**src/hw/peri_consts.svh**
```systemverilog
// Peripheral fabric constants
// Bus widths, slot assignments and GPIO register offsets

`ifndef PERI_CONSTS_SVH
`define PERI_CONSTS_SVH

// Core bus widths
`define PERI_ADDR_W 11
`define PERI_DATA_W 32

// Output pins and slots per bank
`define PERI_PINS   8
`define PERI_SLOTS  16

// Word bank slot assignments
`define PERI_SLOT_GPIO   1
`define PERI_SLOT_WORD_A 4
`define PERI_SLOT_WORD_B 5

// Byte bank slot assignments
`define PERI_SLOT_BYTE_A 0
`define PERI_SLOT_BYTE_B 1

// GPIO register offsets inside its 64 byte window
`define GPIO_OFS_OUT 6'h00
`define GPIO_OFS_IN  6'h04
// Pin selects occupy 0x20 to 0x3C, one word per pin
`define GPIO_OFS_SEL 6'h20

// Every pin starts out driven by the GPIO output register
`define PERI_SEL_RESET 5'h01

`endif

```
**src/hw/peri_pkg.sv**
```systemverilog
// Peripheral fabric types
// Access size codes and the per-pin output function select

package peri_pkg;

    // Size code as driven by the core, all ones means idle
    typedef enum logic [1:0] {
        SIZE_BYTE = 2'b00,
        SIZE_HALF = 2'b01,
        SIZE_WORD = 2'b10,
        SIZE_NONE = 2'b11
    } peri_size_t;

    // Output function select for one pin
    typedef struct packed {
        logic       bank;   // 1 selects the byte bank
        logic [3:0] slot;
    } pin_sel_t;

endpackage

```
**src/hw/byte_peri.sv**
```systemverilog
// Byte interface example peripheral
// One read/write register driving the pins and an inverted input readback

`timescale 1ns/10ps

module byte_peri (
    input  logic       clk,
    input  logic       rst_n,
    input  logic [7:0] i_ui_in,
    input  logic [3:0] i_addr_lo,
    input  logic       i_write,
    input  logic [7:0] i_data,
    output logic [7:0] o_rdata,
    output logic [7:0] o_pins
);

    logic [7:0] reg_q;

    always_ff @(posedge clk) begin
        if (!rst_n) begin
            reg_q <= '0;
        end else if (i_write && i_addr_lo == 4'h0) begin
            reg_q <= i_data;
        end
    end

    always_comb begin
        case (i_addr_lo)
            4'h0:    o_rdata = reg_q;
            4'h1:    o_rdata = ~i_ui_in;
            default: o_rdata = '0;
        endcase
    end

    assign o_pins = reg_q;

endmodule

```
**src/hw/word_peri.sv**
```systemverilog
// Word interface example peripheral
// Size-aware data register that drives the pins, an interrupt flag
// set by data writes, and a read response one cycle after the request

`timescale 1ns/10ps

`include "peri_consts.svh"

module word_peri
    import peri_pkg::*;
(
    input  logic                    clk,
    input  logic                    rst_n,
    input  logic [`PERI_PINS-1:0]   i_ui_in,
    input  logic [5:0]              i_addr_lo,
    input  logic [`PERI_DATA_W-1:0] i_data,
    input  peri_size_t              i_write_n,
    input  peri_size_t              i_read_n,
    output logic [`PERI_DATA_W-1:0] o_rdata,
    output logic                    o_ready,
    output logic [`PERI_PINS-1:0]   o_pins,
    output logic                    o_interrupt
);

    localparam logic [5:0] OFS_DATA = 6'h00;
    localparam logic [5:0] OFS_IRQ  = 6'h04;

    logic [`PERI_DATA_W-1:0] data_q;
    logic                    irq_q;
    logic                    ready_q;
    logic [`PERI_DATA_W-1:0] rdata_q;
    logic                    read_en;

    assign read_en = (i_read_n != SIZE_NONE);

    always_ff @(posedge clk) begin
        if (!rst_n) begin
            data_q <= '0;
            irq_q  <= 1'b0;
        end else if (i_write_n != SIZE_NONE) begin
            if (i_addr_lo == OFS_DATA) begin
                // Only the bytes covered by the access size change
                case (i_write_n)
                    SIZE_BYTE: data_q[7:0]  <= i_data[7:0];
                    SIZE_HALF: data_q[15:0] <= i_data[15:0];
                    default:   data_q       <= i_data;
                endcase
                irq_q <= 1'b1;
            end else if (i_addr_lo == OFS_IRQ && i_data[0]) begin
                irq_q <= 1'b0;
            end
        end
    end

    always_ff @(posedge clk) begin
        if (!rst_n) begin
            ready_q <= 1'b0;
        end else begin
            ready_q <= read_en;
        end
    end

    always_ff @(posedge clk) begin
        if (read_en) begin
            case (i_addr_lo)
                OFS_DATA: rdata_q <= data_q;
                OFS_IRQ:  rdata_q <= {31'h0, irq_q};
                default:  rdata_q <= '0;
            endcase
        end
    end

    assign o_rdata     = rdata_q;
    assign o_ready     = ready_q;
    assign o_pins      = data_q[`PERI_PINS-1:0];
    assign o_interrupt = irq_q;

endmodule

```
**src/hw/gpio_ctrl.sv**
```systemverilog
// GPIO block
// Output register, input readback and one function select per output pin,
// which routes each pin from the chosen word or byte slot

`timescale 1ns/10ps

`include "peri_consts.svh"

module gpio_ctrl
    import peri_pkg::*;
(
    input  logic                                  clk,
    input  logic                                  rst_n,
    input  logic [5:0]                            i_addr_lo,
    input  logic [`PERI_DATA_W-1:0]               i_data,
    input  peri_size_t                            i_write_n,
    input  peri_size_t                            i_read_n,
    input  logic [`PERI_PINS-1:0]                 i_ui_in,
    input  logic [`PERI_SLOTS-1:0][`PERI_PINS-1:0] i_user_pins,
    input  logic [`PERI_SLOTS-1:0][`PERI_PINS-1:0] i_simple_pins,
    output logic [`PERI_DATA_W-1:0]               o_rdata,
    output logic [`PERI_PINS-1:0]                 o_uo_out
);

    logic                                   wr_en;
    logic                                   sel_hit;
    logic [`PERI_PINS-1:0]                  gpio_out;
    pin_sel_t [`PERI_PINS-1:0]              sel_q;
    logic [`PERI_SLOTS-1:0][`PERI_PINS-1:0] user_pins;

    assign wr_en = (i_write_n != SIZE_NONE);

    // Any word aligned offset in the upper half of the window
    assign sel_hit = ({i_addr_lo[5], 3'b000, i_addr_lo[1:0]} == `GPIO_OFS_SEL);

    always_ff @(posedge clk) begin
        if (!rst_n) begin
            gpio_out <= '0;
        end else if (wr_en && i_addr_lo == `GPIO_OFS_OUT) begin
            gpio_out <= i_data[`PERI_PINS-1:0];
        end
    end

    always_ff @(posedge clk) begin
        if (!rst_n) begin
            for (int i = 0; i < `PERI_PINS; i++) begin
                sel_q[i] <= pin_sel_t'(`PERI_SEL_RESET);
            end
        end else if (wr_en && sel_hit) begin
            sel_q[i_addr_lo[4:2]] <= pin_sel_t'(i_data[4:0]);
        end
    end

    always_comb begin
        o_rdata = '0;
        if (i_read_n != SIZE_NONE) begin
            if (i_addr_lo == `GPIO_OFS_OUT) begin
                o_rdata = {24'h0, gpio_out};
            end else if (i_addr_lo == `GPIO_OFS_IN) begin
                o_rdata = {24'h0, i_ui_in};
            end else if (sel_hit) begin
                o_rdata = {27'h0, sel_q[i_addr_lo[4:2]]};
            end
        end
    end

    // The GPIO slot drives its pins from the output register
    always_comb begin
        user_pins                  = i_user_pins;
        user_pins[`PERI_SLOT_GPIO] = gpio_out;
    end

    always_comb begin
        for (int i = 0; i < `PERI_PINS; i++) begin
            if (sel_q[i].bank) begin
                o_uo_out[i] = i_simple_pins[sel_q[i].slot][i];
            end else begin
                o_uo_out[i] = user_pins[sel_q[i].slot][i];
            end
        end
    end

endmodule

```
**src/hw/peri_bus_ctrl.sv**
```systemverilog
// Peripheral bus control
// Decodes the core address into a word or byte slot, gates the strobes
// per slot and registers the read data until the core completes the read

`timescale 1ns/10ps

`include "peri_consts.svh"

module peri_bus_ctrl
    import peri_pkg::*;
(
    input  logic                                    clk,
    input  logic                                    rst_n,
    input  logic [`PERI_ADDR_W-1:0]                 i_addr,
    input  peri_size_t                              i_data_write_n,
    input  peri_size_t                              i_data_read_n,
    input  logic                                    i_data_read_complete,
    input  logic [`PERI_SLOTS-1:0][`PERI_DATA_W-1:0] i_user_rdata,
    input  logic [`PERI_SLOTS-1:0]                  i_user_ready,
    input  logic [`PERI_SLOTS-1:0][7:0]             i_simple_rdata,
    output peri_size_t [`PERI_SLOTS-1:0]            o_user_write_n,
    output peri_size_t [`PERI_SLOTS-1:0]            o_user_read_n,
    output logic [`PERI_SLOTS-1:0]                  o_simple_write,
    output logic [`PERI_DATA_W-1:0]                 o_data,
    output logic                                    o_data_ready
);

    logic                    byte_bank;
    logic [3:0]              slot_idx;
    logic                    read_req;
    logic                    write_req;
    peri_size_t              read_n_gated;
    logic [`PERI_DATA_W-1:0] peri_rdata;
    logic                    peri_ready;
    logic                    capture;

    logic                    hold_q;
    logic                    ready_q;
    logic [`PERI_DATA_W-1:0] data_q;

    // Address bit 10 picks the byte bank
    assign byte_bank = i_addr[10];
    assign slot_idx  = byte_bank ? i_addr[7:4] : i_addr[9:6];

    assign read_req  = (i_data_read_n != SIZE_NONE);
    assign write_req = (i_data_write_n != SIZE_NONE);

    // No second read reaches a peripheral while its result is presented
    assign read_n_gated = ready_q ? SIZE_NONE : i_data_read_n;

    always_comb begin
        for (int s = 0; s < `PERI_SLOTS; s++) begin
            if (!byte_bank && slot_idx == 4'(s)) begin
                o_user_write_n[s] = i_data_write_n;
                o_user_read_n[s]  = read_n_gated;
            end else begin
                o_user_write_n[s] = SIZE_NONE;
                o_user_read_n[s]  = SIZE_NONE;
            end
            o_simple_write[s] = byte_bank && (slot_idx == 4'(s)) && write_req;
        end
    end

    // Byte slots answer at once and are zero extended
    always_comb begin
        if (byte_bank) begin
            peri_rdata = {24'h0, i_simple_rdata[slot_idx]};
            peri_ready = 1'b1;
        end else begin
            peri_rdata = i_user_rdata[slot_idx];
            peri_ready = i_user_ready[slot_idx];
        end
    end

    assign capture = !hold_q && peri_ready && read_req;

    always_ff @(posedge clk) begin
        if (!rst_n) begin
            hold_q  <= 1'b0;
            ready_q <= 1'b0;
        end else begin
            if (i_data_read_complete) begin
                hold_q <= 1'b0;
            end
            // A new capture wins over a clear in the same cycle
            if (capture) begin
                hold_q <= 1'b1;
            end
            ready_q <= read_req && peri_ready;
        end
    end

    always_ff @(posedge clk) begin
        if (capture) begin
            data_q <= peri_rdata;
        end
    end

    assign o_data = data_q;

    // Writes complete in the cycle they are issued
    assign o_data_ready = ready_q || write_req;

endmodule

```
**src/hw/peri_fabric_top.sv**
```systemverilog
// Peripheral fabric top level
// Connects the bus control, GPIO and the example peripherals
// to the word and byte slot arrays; unpopulated slots are tied off

`timescale 1ns/10ps

`include "peri_consts.svh"

module peri_fabric_top
    import peri_pkg::*;
(
    input  logic                    clk,
    input  logic                    rst_n,
    input  logic [`PERI_PINS-1:0]   i_ui_in,
    input  logic [`PERI_ADDR_W-1:0] i_addr,
    input  logic [`PERI_DATA_W-1:0] i_data,
    input  peri_size_t              i_data_write_n,
    input  peri_size_t              i_data_read_n,
    input  logic                    i_data_read_complete,
    output logic [`PERI_PINS-1:0]   o_uo_out,
    output logic [`PERI_DATA_W-1:0] o_data,
    output logic                    o_data_ready,
    output logic [15:2]             o_user_interrupts
);

    // Slot arrays, indexed by slot number
    wire [`PERI_SLOTS-1:0][`PERI_DATA_W-1:0] user_rdata;
    wire [`PERI_SLOTS-1:0]                   user_ready;
    wire [`PERI_SLOTS-1:0][`PERI_PINS-1:0]   user_pins;
    wire [`PERI_SLOTS-1:0][7:0]              simple_rdata;
    wire [`PERI_SLOTS-1:0][`PERI_PINS-1:0]   simple_pins;

    peri_size_t [`PERI_SLOTS-1:0] user_write_n;
    peri_size_t [`PERI_SLOTS-1:0] user_read_n;
    logic       [`PERI_SLOTS-1:0] simple_write;

    logic irq_word_a;
    logic irq_word_b;

    peri_bus_ctrl u_bus_ctrl (
        .clk                  (clk),
        .rst_n                (rst_n),
        .i_addr               (i_addr),
        .i_data_write_n       (i_data_write_n),
        .i_data_read_n        (i_data_read_n),
        .i_data_read_complete (i_data_read_complete),
        .i_user_rdata         (user_rdata),
        .i_user_ready         (user_ready),
        .i_simple_rdata       (simple_rdata),
        .o_user_write_n       (user_write_n),
        .o_user_read_n        (user_read_n),
        .o_simple_write       (simple_write),
        .o_data               (o_data),
        .o_data_ready         (o_data_ready)
    );

    gpio_ctrl u_gpio (
        .clk           (clk),
        .rst_n         (rst_n),
        .i_addr_lo     (i_addr[5:0]),
        .i_data        (i_data),
        .i_write_n     (user_write_n[`PERI_SLOT_GPIO]),
        .i_read_n      (user_read_n[`PERI_SLOT_GPIO]),
        .i_ui_in       (i_ui_in),
        .i_user_pins   (user_pins),
        .i_simple_pins (simple_pins),
        .o_rdata       (user_rdata[`PERI_SLOT_GPIO]),
        .o_uo_out      (o_uo_out)
    );

    word_peri u_word_a (
        .clk         (clk),
        .rst_n       (rst_n),
        .i_ui_in     (i_ui_in),
        .i_addr_lo   (i_addr[5:0]),
        .i_data      (i_data),
        .i_write_n   (user_write_n[`PERI_SLOT_WORD_A]),
        .i_read_n    (user_read_n[`PERI_SLOT_WORD_A]),
        .o_rdata     (user_rdata[`PERI_SLOT_WORD_A]),
        .o_ready     (user_ready[`PERI_SLOT_WORD_A]),
        .o_pins      (user_pins[`PERI_SLOT_WORD_A]),
        .o_interrupt (irq_word_a)
    );

    word_peri u_word_b (
        .clk         (clk),
        .rst_n       (rst_n),
        .i_ui_in     (i_ui_in),
        .i_addr_lo   (i_addr[5:0]),
        .i_data      (i_data),
        .i_write_n   (user_write_n[`PERI_SLOT_WORD_B]),
        .i_read_n    (user_read_n[`PERI_SLOT_WORD_B]),
        .o_rdata     (user_rdata[`PERI_SLOT_WORD_B]),
        .o_ready     (user_ready[`PERI_SLOT_WORD_B]),
        .o_pins      (user_pins[`PERI_SLOT_WORD_B]),
        .o_interrupt (irq_word_b)
    );

    byte_peri u_byte_a (
        .clk       (clk),
        .rst_n     (rst_n),
        .i_ui_in   (i_ui_in),
        .i_addr_lo (i_addr[3:0]),
        .i_write   (simple_write[`PERI_SLOT_BYTE_A]),
        .i_data    (i_data[7:0]),
        .o_rdata   (simple_rdata[`PERI_SLOT_BYTE_A]),
        .o_pins    (simple_pins[`PERI_SLOT_BYTE_A])
    );

    byte_peri u_byte_b (
        .clk       (clk),
        .rst_n     (rst_n),
        .i_ui_in   (i_ui_in),
        .i_addr_lo (i_addr[3:0]),
        .i_write   (simple_write[`PERI_SLOT_BYTE_B]),
        .i_data    (i_data[7:0]),
        .o_rdata   (simple_rdata[`PERI_SLOT_BYTE_B]),
        .o_pins    (simple_pins[`PERI_SLOT_BYTE_B])
    );

    // Tie off the word slots that have no peripheral
    // GPIO reports ready and its pins are substituted inside gpio_ctrl
    for (genvar s = 0; s < `PERI_SLOTS; s++) begin : g_user_tie
        if (s != `PERI_SLOT_WORD_A && s != `PERI_SLOT_WORD_B) begin : g_empty
            assign user_ready[s] = 1'b1;
            assign user_pins[s]  = '0;
            if (s != `PERI_SLOT_GPIO) begin : g_no_data
                assign user_rdata[s] = '0;
            end
        end
    end

    for (genvar s = 0; s < `PERI_SLOTS; s++) begin : g_simple_tie
        if (s != `PERI_SLOT_BYTE_A && s != `PERI_SLOT_BYTE_B) begin : g_empty
            assign simple_rdata[s] = '0;
            assign simple_pins[s]  = '0;
        end
    end

    // Interrupt bits 4 and 5 follow the word slots, the rest are idle
    assign o_user_interrupts = {10'h0, irq_word_b, irq_word_a, 2'b00};

endmodule

```
**config.mk**
```make
export PLATFORM = sky130hd
export DESIGN_NAME = peri_fabric_top
export DESIGN_NICKNAME = d
export VERILOG_FILES = /design/src/hw/peri_pkg.sv /design/src/hw/byte_peri.sv /design/src/hw/word_peri.sv /design/src/hw/gpio_ctrl.sv /design/src/hw/peri_bus_ctrl.sv /design/src/hw/peri_fabric_top.sv
export VERILOG_INCLUDE_DIRS = /design/src /design/src/hw
export SDC_FILE = /design/constraint.sdc
export NUM_CORES = 1
export LEC_CHECK = 0
export BUFFER_PORTS_ARGS = -buffer_cell sky130_fd_sc_hd__buf_2
export CAP_MARGIN = 5
export CORE_ASPECT_RATIO = 1.75
export CORE_MARGIN = 2
export CORE_UTILIZATION = 49
export DETAILED_ROUTE_END_ITERATION = 7
export PLACE_DENSITY = 0.72
export SETUP_SLACK_MARGIN = 0.2
export SYNTH_ARGS = -nofsm -noshare
export SYNTH_HDL_FRONTEND = slang
export SYNTH_SLANG_ARGS = --single-unit
```
**constraint.sdc**
```tcl
create_clock -name clk -period 4.3 [get_ports clk]
set_clock_uncertainty 0.2 [all_clocks]
set_input_delay 0.215 -clock clk [delete_from_list [all_inputs] [get_ports clk]]
set_output_delay 0.215 -clock clk [all_outputs]
set_load 0.02 [all_outputs]
```
; Word level (Yosys, flattened, before mapping)
; Cells that the tools add are included.
[op_classes]
magnitude_cmp = 11
n_eq_ne = 16
mux = 73
n_bitwise = 5
reduce_logical = 36
[op_table]
columns = op, count
row1 = 8-bit binary-select mux with 4-bit select, 17
row2 = 32-bit binary-select mux with 4-bit select, 1
row3 = 32-bit two-way mux, 4
row4 = 32-bit case mux with 2 select lines, 2
row5 = 4-bit by 5-bit less-than comparator with 1-bit output (second input constant), 9
row6 = 40-bit bitwise mux, 1
row7 = 8-bit two-way mux, 4
row8 = 8-bit case mux with 2 select lines, 2
row9 = 5-bit two-way mux, 5
row10 = 2-bit two-way mux, 9
row11 = 1-bit logical AND, 16
row12 = 1-bit two-way mux, 16
row13 = 2-bit != test (second input constant), 8
row14 = 5-bit binary-select mux with 3-bit select, 1
row15 = 5-bit demux with 3-bit select, 1
row16 = 7-bit two-way mux, 2
row17 = 4-bit two-way mux, 3
row18 = 6-bit two-way mux, 2
row19 = 3-bit AND reduction, 4
row20 = 4-bit by 1-bit equality test with 1-bit output (second input constant), 2
row21 = 4-bit by 3-bit equality test with 1-bit output (second input constant), 2
row22 = 4-bit logical NOT, 2
row23 = 8-bit inverter, 1
row24 = 2-bit AND reduction, 4
row25 = other kinds (14), 23
[totals]
regBits = 230

; Depth between registers and ports, before layout
[depth]
ltp_word = 9
mapped_depth = 7

; Cells and area by module
; From an unflattened synthesis, not the netlist that was laid out.
[unflattened]
cells_unflattened = 1827
hier_area_um2 = 18250.0
[by_module_without_submodules]
columns = module, instances, cells_each, area_each_um2, seq_area_each_um2
row1 = peri_bus_ctrl, 1, 617, 6887.9, 1001.0
row2 = word_peri, 2, 235, 2666.3, 1641.6
row3 = gpio_ctrl, 1, 612, 5008.6, 960.9
row4 = byte_peri, 2, 56, 454.2, 160.2
row5 = peri_fabric_top, 1, 16, 112.6, 0.0

; Worst setup path before layout
; No wires, ideal clock.
[synth_path]
kind = input to register
from = in i_addr[6]
to = reg u_bus_ctrl.data_q[0] (netlist: u_bus_ctrl.o_data[0]), enable pin
setup_time_ns = 0.468
t_arrival_ns = 3.699
t_required_ns = 3.632
setup_slack_ns = -0.067
path_stages = 7
path_buffers = 3
path_cell_list = buf_2 -> or3b_1 -> clkbuf_1 -> buf_4 -> a21oi_1 -> o21a_1 -> nor3b_1
[synth_via]
elab_chain_len = 6
[synth_rtl]
columns = element, line
row1 = from (decl), peri_fabric_top.sv:15  ; input logic [`PERI_ADDR_W-1:0] i_addr,
row2 = 4-bit two-way mux, peri_bus_ctrl.sv:43  ; assign slot_idx = byte_bank ? i_addr[7:4] : i_addr[9:6];
row3 = 1-bit binary-select mux with 4-bit select, peri_bus_ctrl.sv:71  ; peri_ready = i_user_ready[slot_idx];
row4 = 1-bit two-way mux (not written as such), peri_bus_ctrl.sv:71
row5 = 1-bit two-way mux, peri_bus_ctrl.sv:66  ; if (byte_bank) begin
row6 = 1-bit logical AND (2 in a row), peri_bus_ctrl.sv:75  ; assign capture = !hold_q && peri_ready && read_req;
row7 = named net u_bus_ctrl.capture, peri_bus_ctrl.sv:35  ; logic capture;
row8 = to (signal assigned), peri_bus_ctrl.sv:95  ; data_q <= peri_rdata;
row9 = to (decl), peri_bus_ctrl.sv:39  ; logic [`PERI_DATA_W-1:0] data_q;
; The timed path passes the listed nets, and every way through them passes these cells. The select of a mux whose other input is x is not followed.
; A chain may end at the register's enable or synchronous reset.

; Final worst setup path
[layout_path]
from = in i_addr[10]
to = reg u_bus_ctrl.data_q[10] (netlist: u_bus_ctrl.o_data[10]), enable pin
[layout_via]
elab_chain_len = 6
[layout_rtl]
columns = element, line
row1 = 4-bit two-way mux, peri_bus_ctrl.sv:43
row2 = 1-bit binary-select mux with 4-bit select, peri_bus_ctrl.sv:71
row3 = 1-bit two-way mux (not written as such), peri_bus_ctrl.sv:71
row4 = 1-bit two-way mux (*), peri_bus_ctrl.sv:66
row5 = 1-bit logical AND (*) (2 in a row), peri_bus_ctrl.sv:75
row6 = named net u_bus_ctrl.capture, peri_bus_ctrl.sv:35
; The timed path passes the listed nets; every way through them passes the cells marked *. The select of a mux whose other input is x is not followed.

==> key figures <==
Routing
  – Initial drt markers: between 500 and 600
  – Avg WL per Cell: a little under 20 um
  – Drt first pass iters: 5
  – WL final: approximately 28 mm
  – Remaining antenna violation count: 0
  – Post-route DRC: 0
  – Total number of vias: between 8000 and 9000
  – Drt via density: ~5.8

Pwr
  – P_sw: about 1.1 mW
  – Power Internal: approximately 3.7 mW
  – Seq pwr share: 0.491
  – Logic pwr share: 0.075
  – VDD IR max: approximately 0.00027 V
  – Lkg Pwr: between 4 and 5 nW
  – Clock power share: 0.434
  – Power Density: 381 nW/um2
  – Switching share of power: 0.229

Clock network
  – Post-CTS Resized: 0
  – CTS Root Cell: clkbuf_16
  – Max H-tree Level: 1
  – Hold buffer count at CTS: 39
  – TritonCTS buffer count: 22
  – Clk buf depth: 3
  – CTS Sinks: 230
  – Clock Latency Late Sink: between 0.5 and 0.6 ns
  – # Post-CTS Setup Buffers: 0
  – Clk slew on worst S/H paths: about 0.060 ns
  – CTS tree: built

Setup path
  – CP Capture Type: register
  – Worst path max stage delay: approximately 0.65 ns
  – Crit. Startpoint: i_addr[10]
  – Critical path fanouts, max: 36
  – Slowest stage cell, crit path: buf_2
  – RR Startpoint: u_bus_ctrl.ready_q
  – Reg-to-reg slack, setup: around 2.2 ns
  – FF-to-FF End: u_word_b.o_rdata[26]
  – CP Launch Type: input pin
  – Ordered cell list for the critical path: buf_2 -> or3b_1 -> buf_4 -> a21oi_1 -> o21a_1 -> nor3b_4 -> buf_4
  – R2R depth: 2
  – Critical setup path kind: in2reg
  – Setup crit end: u_bus_ctrl.o_data[10]
  – Most used cell, CP: buf_4
  – Data required, critical path: between 4 and 5 ns
  – Crit path DAT: approximately 2.6 ns

Layout
  – Final std cells w/o fill: 1428
  – Filler cells: approximately 1800
  – Final nets: 1178
  – Final design utilization: 0.581
  – Antenna Diode Count: 0
  – Post-route cell area: approximately 12000 um2
  – Fraction of layout cells with a size suffix above 1: 0.165
  – Layout area overhead: 16.8%

Timing
  – Max Slew Vio Count: 0
  – Max Clk Rate: 381 MHz
  – Final setup fails: 0
  – Hold Fails Final Rpt: 0
  – Final worst setup slack: between 1.5 and 2 ns
  – Max-slew headroom: 0.229
  – Setup TNS: 0 ns
  – Crit share post-route: 0.610
  – Unrepaired setup endpoints after global routing: false
  – Measured slew at the worst slew-check pin: 1.15 ns
  – Min Tclk post-route: 2.62 ns

Floorplanning
  – Core area: roughly 21000 um2
  – Die height: 199 um
  – Cell Rows: 71
  – Initial Utilization: 0.497
  – Die width: approximately 120 um
  – Die Area: 23000 um2
  – Number of I/O pins: approximately 110

Placement
  – Placed Area: roughly 11000 um2
  – Dpl ws: roughly 1.2 ns
  – Inst Count DP: around 1300
  – Port Buf Inserts: 100
  – Final HPWL DP: 19.3 mm
  – GP Congestion: roughly 0.95

GRT
  – First-pass GRT wire length: 43.1 mm
  – GRT Residual Overflow: 0
  – Vias in the first global route: about 8000
  – Antenna violations before repair: 0
  – GRT Util Overall: 0.245
  – Largest net degree at the start of global routing: roughly 120

Yosys
  – Synthesis Warnings: 0
  – Distinct cells, synth: 56
  – Top-count cell post-synth: dfxtp_1
  – Top post-synthesis cells by area: edfxtp_1 (27%), dfxtp_1 (25%), mux2i_1 (8.1%)
  – Async S/R FF share, synth: 0
  – Mapped Area: 10600 um2
  – Cells after synthesis: slightly above 1000
  – FF+latch count, synth: 230
  – Dominant synthesized flop cell: dfxtp_1
  – Post-synth EDFFs: between 90 and 100
  – Area share of the largest cell type after synthesis: 0.271
  – Most frequent cells after synthesis: dfxtp_1 (134), nand2_1 (113), edfxtp_1 (96)
  – Register area share after synthesis: 0.523
  – Yosys top cell by area: edfxtp_1
  – Post-synthesis average cell area: approximately 10 um2

Flow run
  – Max Cap Viol: 0

Min path
  – HP Class: in2reg
  – Hold Path Origin: i_ui_in[4]

Outcome
  – Run status: completed
registers in the layout, summed over array words and instances (netlist names), 32 cells and up:
name and flops:
u_bus_ctrl.o_data 32, u_gpio.sel_q 40, u_word_a.data_q 32, u_word_a.o_rdata 32, u_word_b.data_q 32, u_word_b.o_rdata 32
cell type report:
class	instances	area [um2]	share of cell area
sequential	230	5570	0.448
multi-input combinational	699	4670	0.376
timing repair buffer	152	991	0.0797
clock buffer	31	678	0.0546
tap	292	365	0.0294
clock inverter	9	106	0.00856
inverter	15	56.3	0.00453
power groups by stage:
stage	combinational [mW]	sequential, mW	clock, mW
detailed placement	0.326	2.37	0
global placement	0.326	2.37	0
finish	0.356	2.33	2.06
floorplan	0.168	2.41	0
global route	0.380	2.33	2.17
CTS	0.354	2.33	2.09
cells by family after synthesis:
| family | after synthesis | synth area share |
|---|---|---|
| simple gates | 345 | 0.183 |
| buf+inv | 98 | 0.0449 |
| other cells | 1 | 0.000352 |
| mux | 102 | 0.0980 |
| xor+xnor | 1 | 0.000823 |
| compound gates | 239 | 0.150 |
| flops | 230 | 0.523 |
metrics by stage:
step | hold slack [ns] | total power, mW
after floorplan | 0.166 | 2.58
after global placement | 0.241 | 2.70
after detailed placement | 0.248 | 2.70
after CTS | 0.00303 | 4.77
after global routing | 0.00879 | 4.88
final | 0.0296 | 4.74
worst min path at each step:
| stage | to | slack, ns | cells past startpoint |
|---|---|---|---|
| floorplan | u_gpio.sel_q[18] | 0.17 | 2 |
| global placement | u_word_a.data_q[17] | 0.24 | 2 |
| detailed placement | u_word_b.data_q[18] | 0.25 | 2 |
| CTS | u_bus_ctrl.o_data[3] | 0.003 | 3 |
| global route | u_bus_ctrl.o_data[4] | 0.009 | 3 |
| finish | u_bus_ctrl.o_data[4] | 0.03 | 3 |
layout by cell type (no fill, tap or decap), drive strengths merged, types with 31 or more instances in the layout:
master and instances:
a21boi 50, and2 66, buf 113, clkbuf 31, dfxtp 134, dlygate4sd3 39
edfxtp 96, mux2i 87, nand2 113, nand3 74, o21ai 73
layer usage:
metal  track usage  vias to the layer above  part of all wire  wire length [um]
li1              -                     3892                 -                 -
met1         0.267                     3916              0.35             10100
met2         0.437                      338              0.52             14700
met3        0.0338                      111             0.059              1660
met4         0.155                        0             0.070              1980
met5             0                        -                 0                 0
critical path: cells and delay by family:
family          cells  cell delay, ns
simple gates        2            0.57
buf+inv             3            1.42
compound gates      2            0.35
Power figures use the tool's default switching activity.
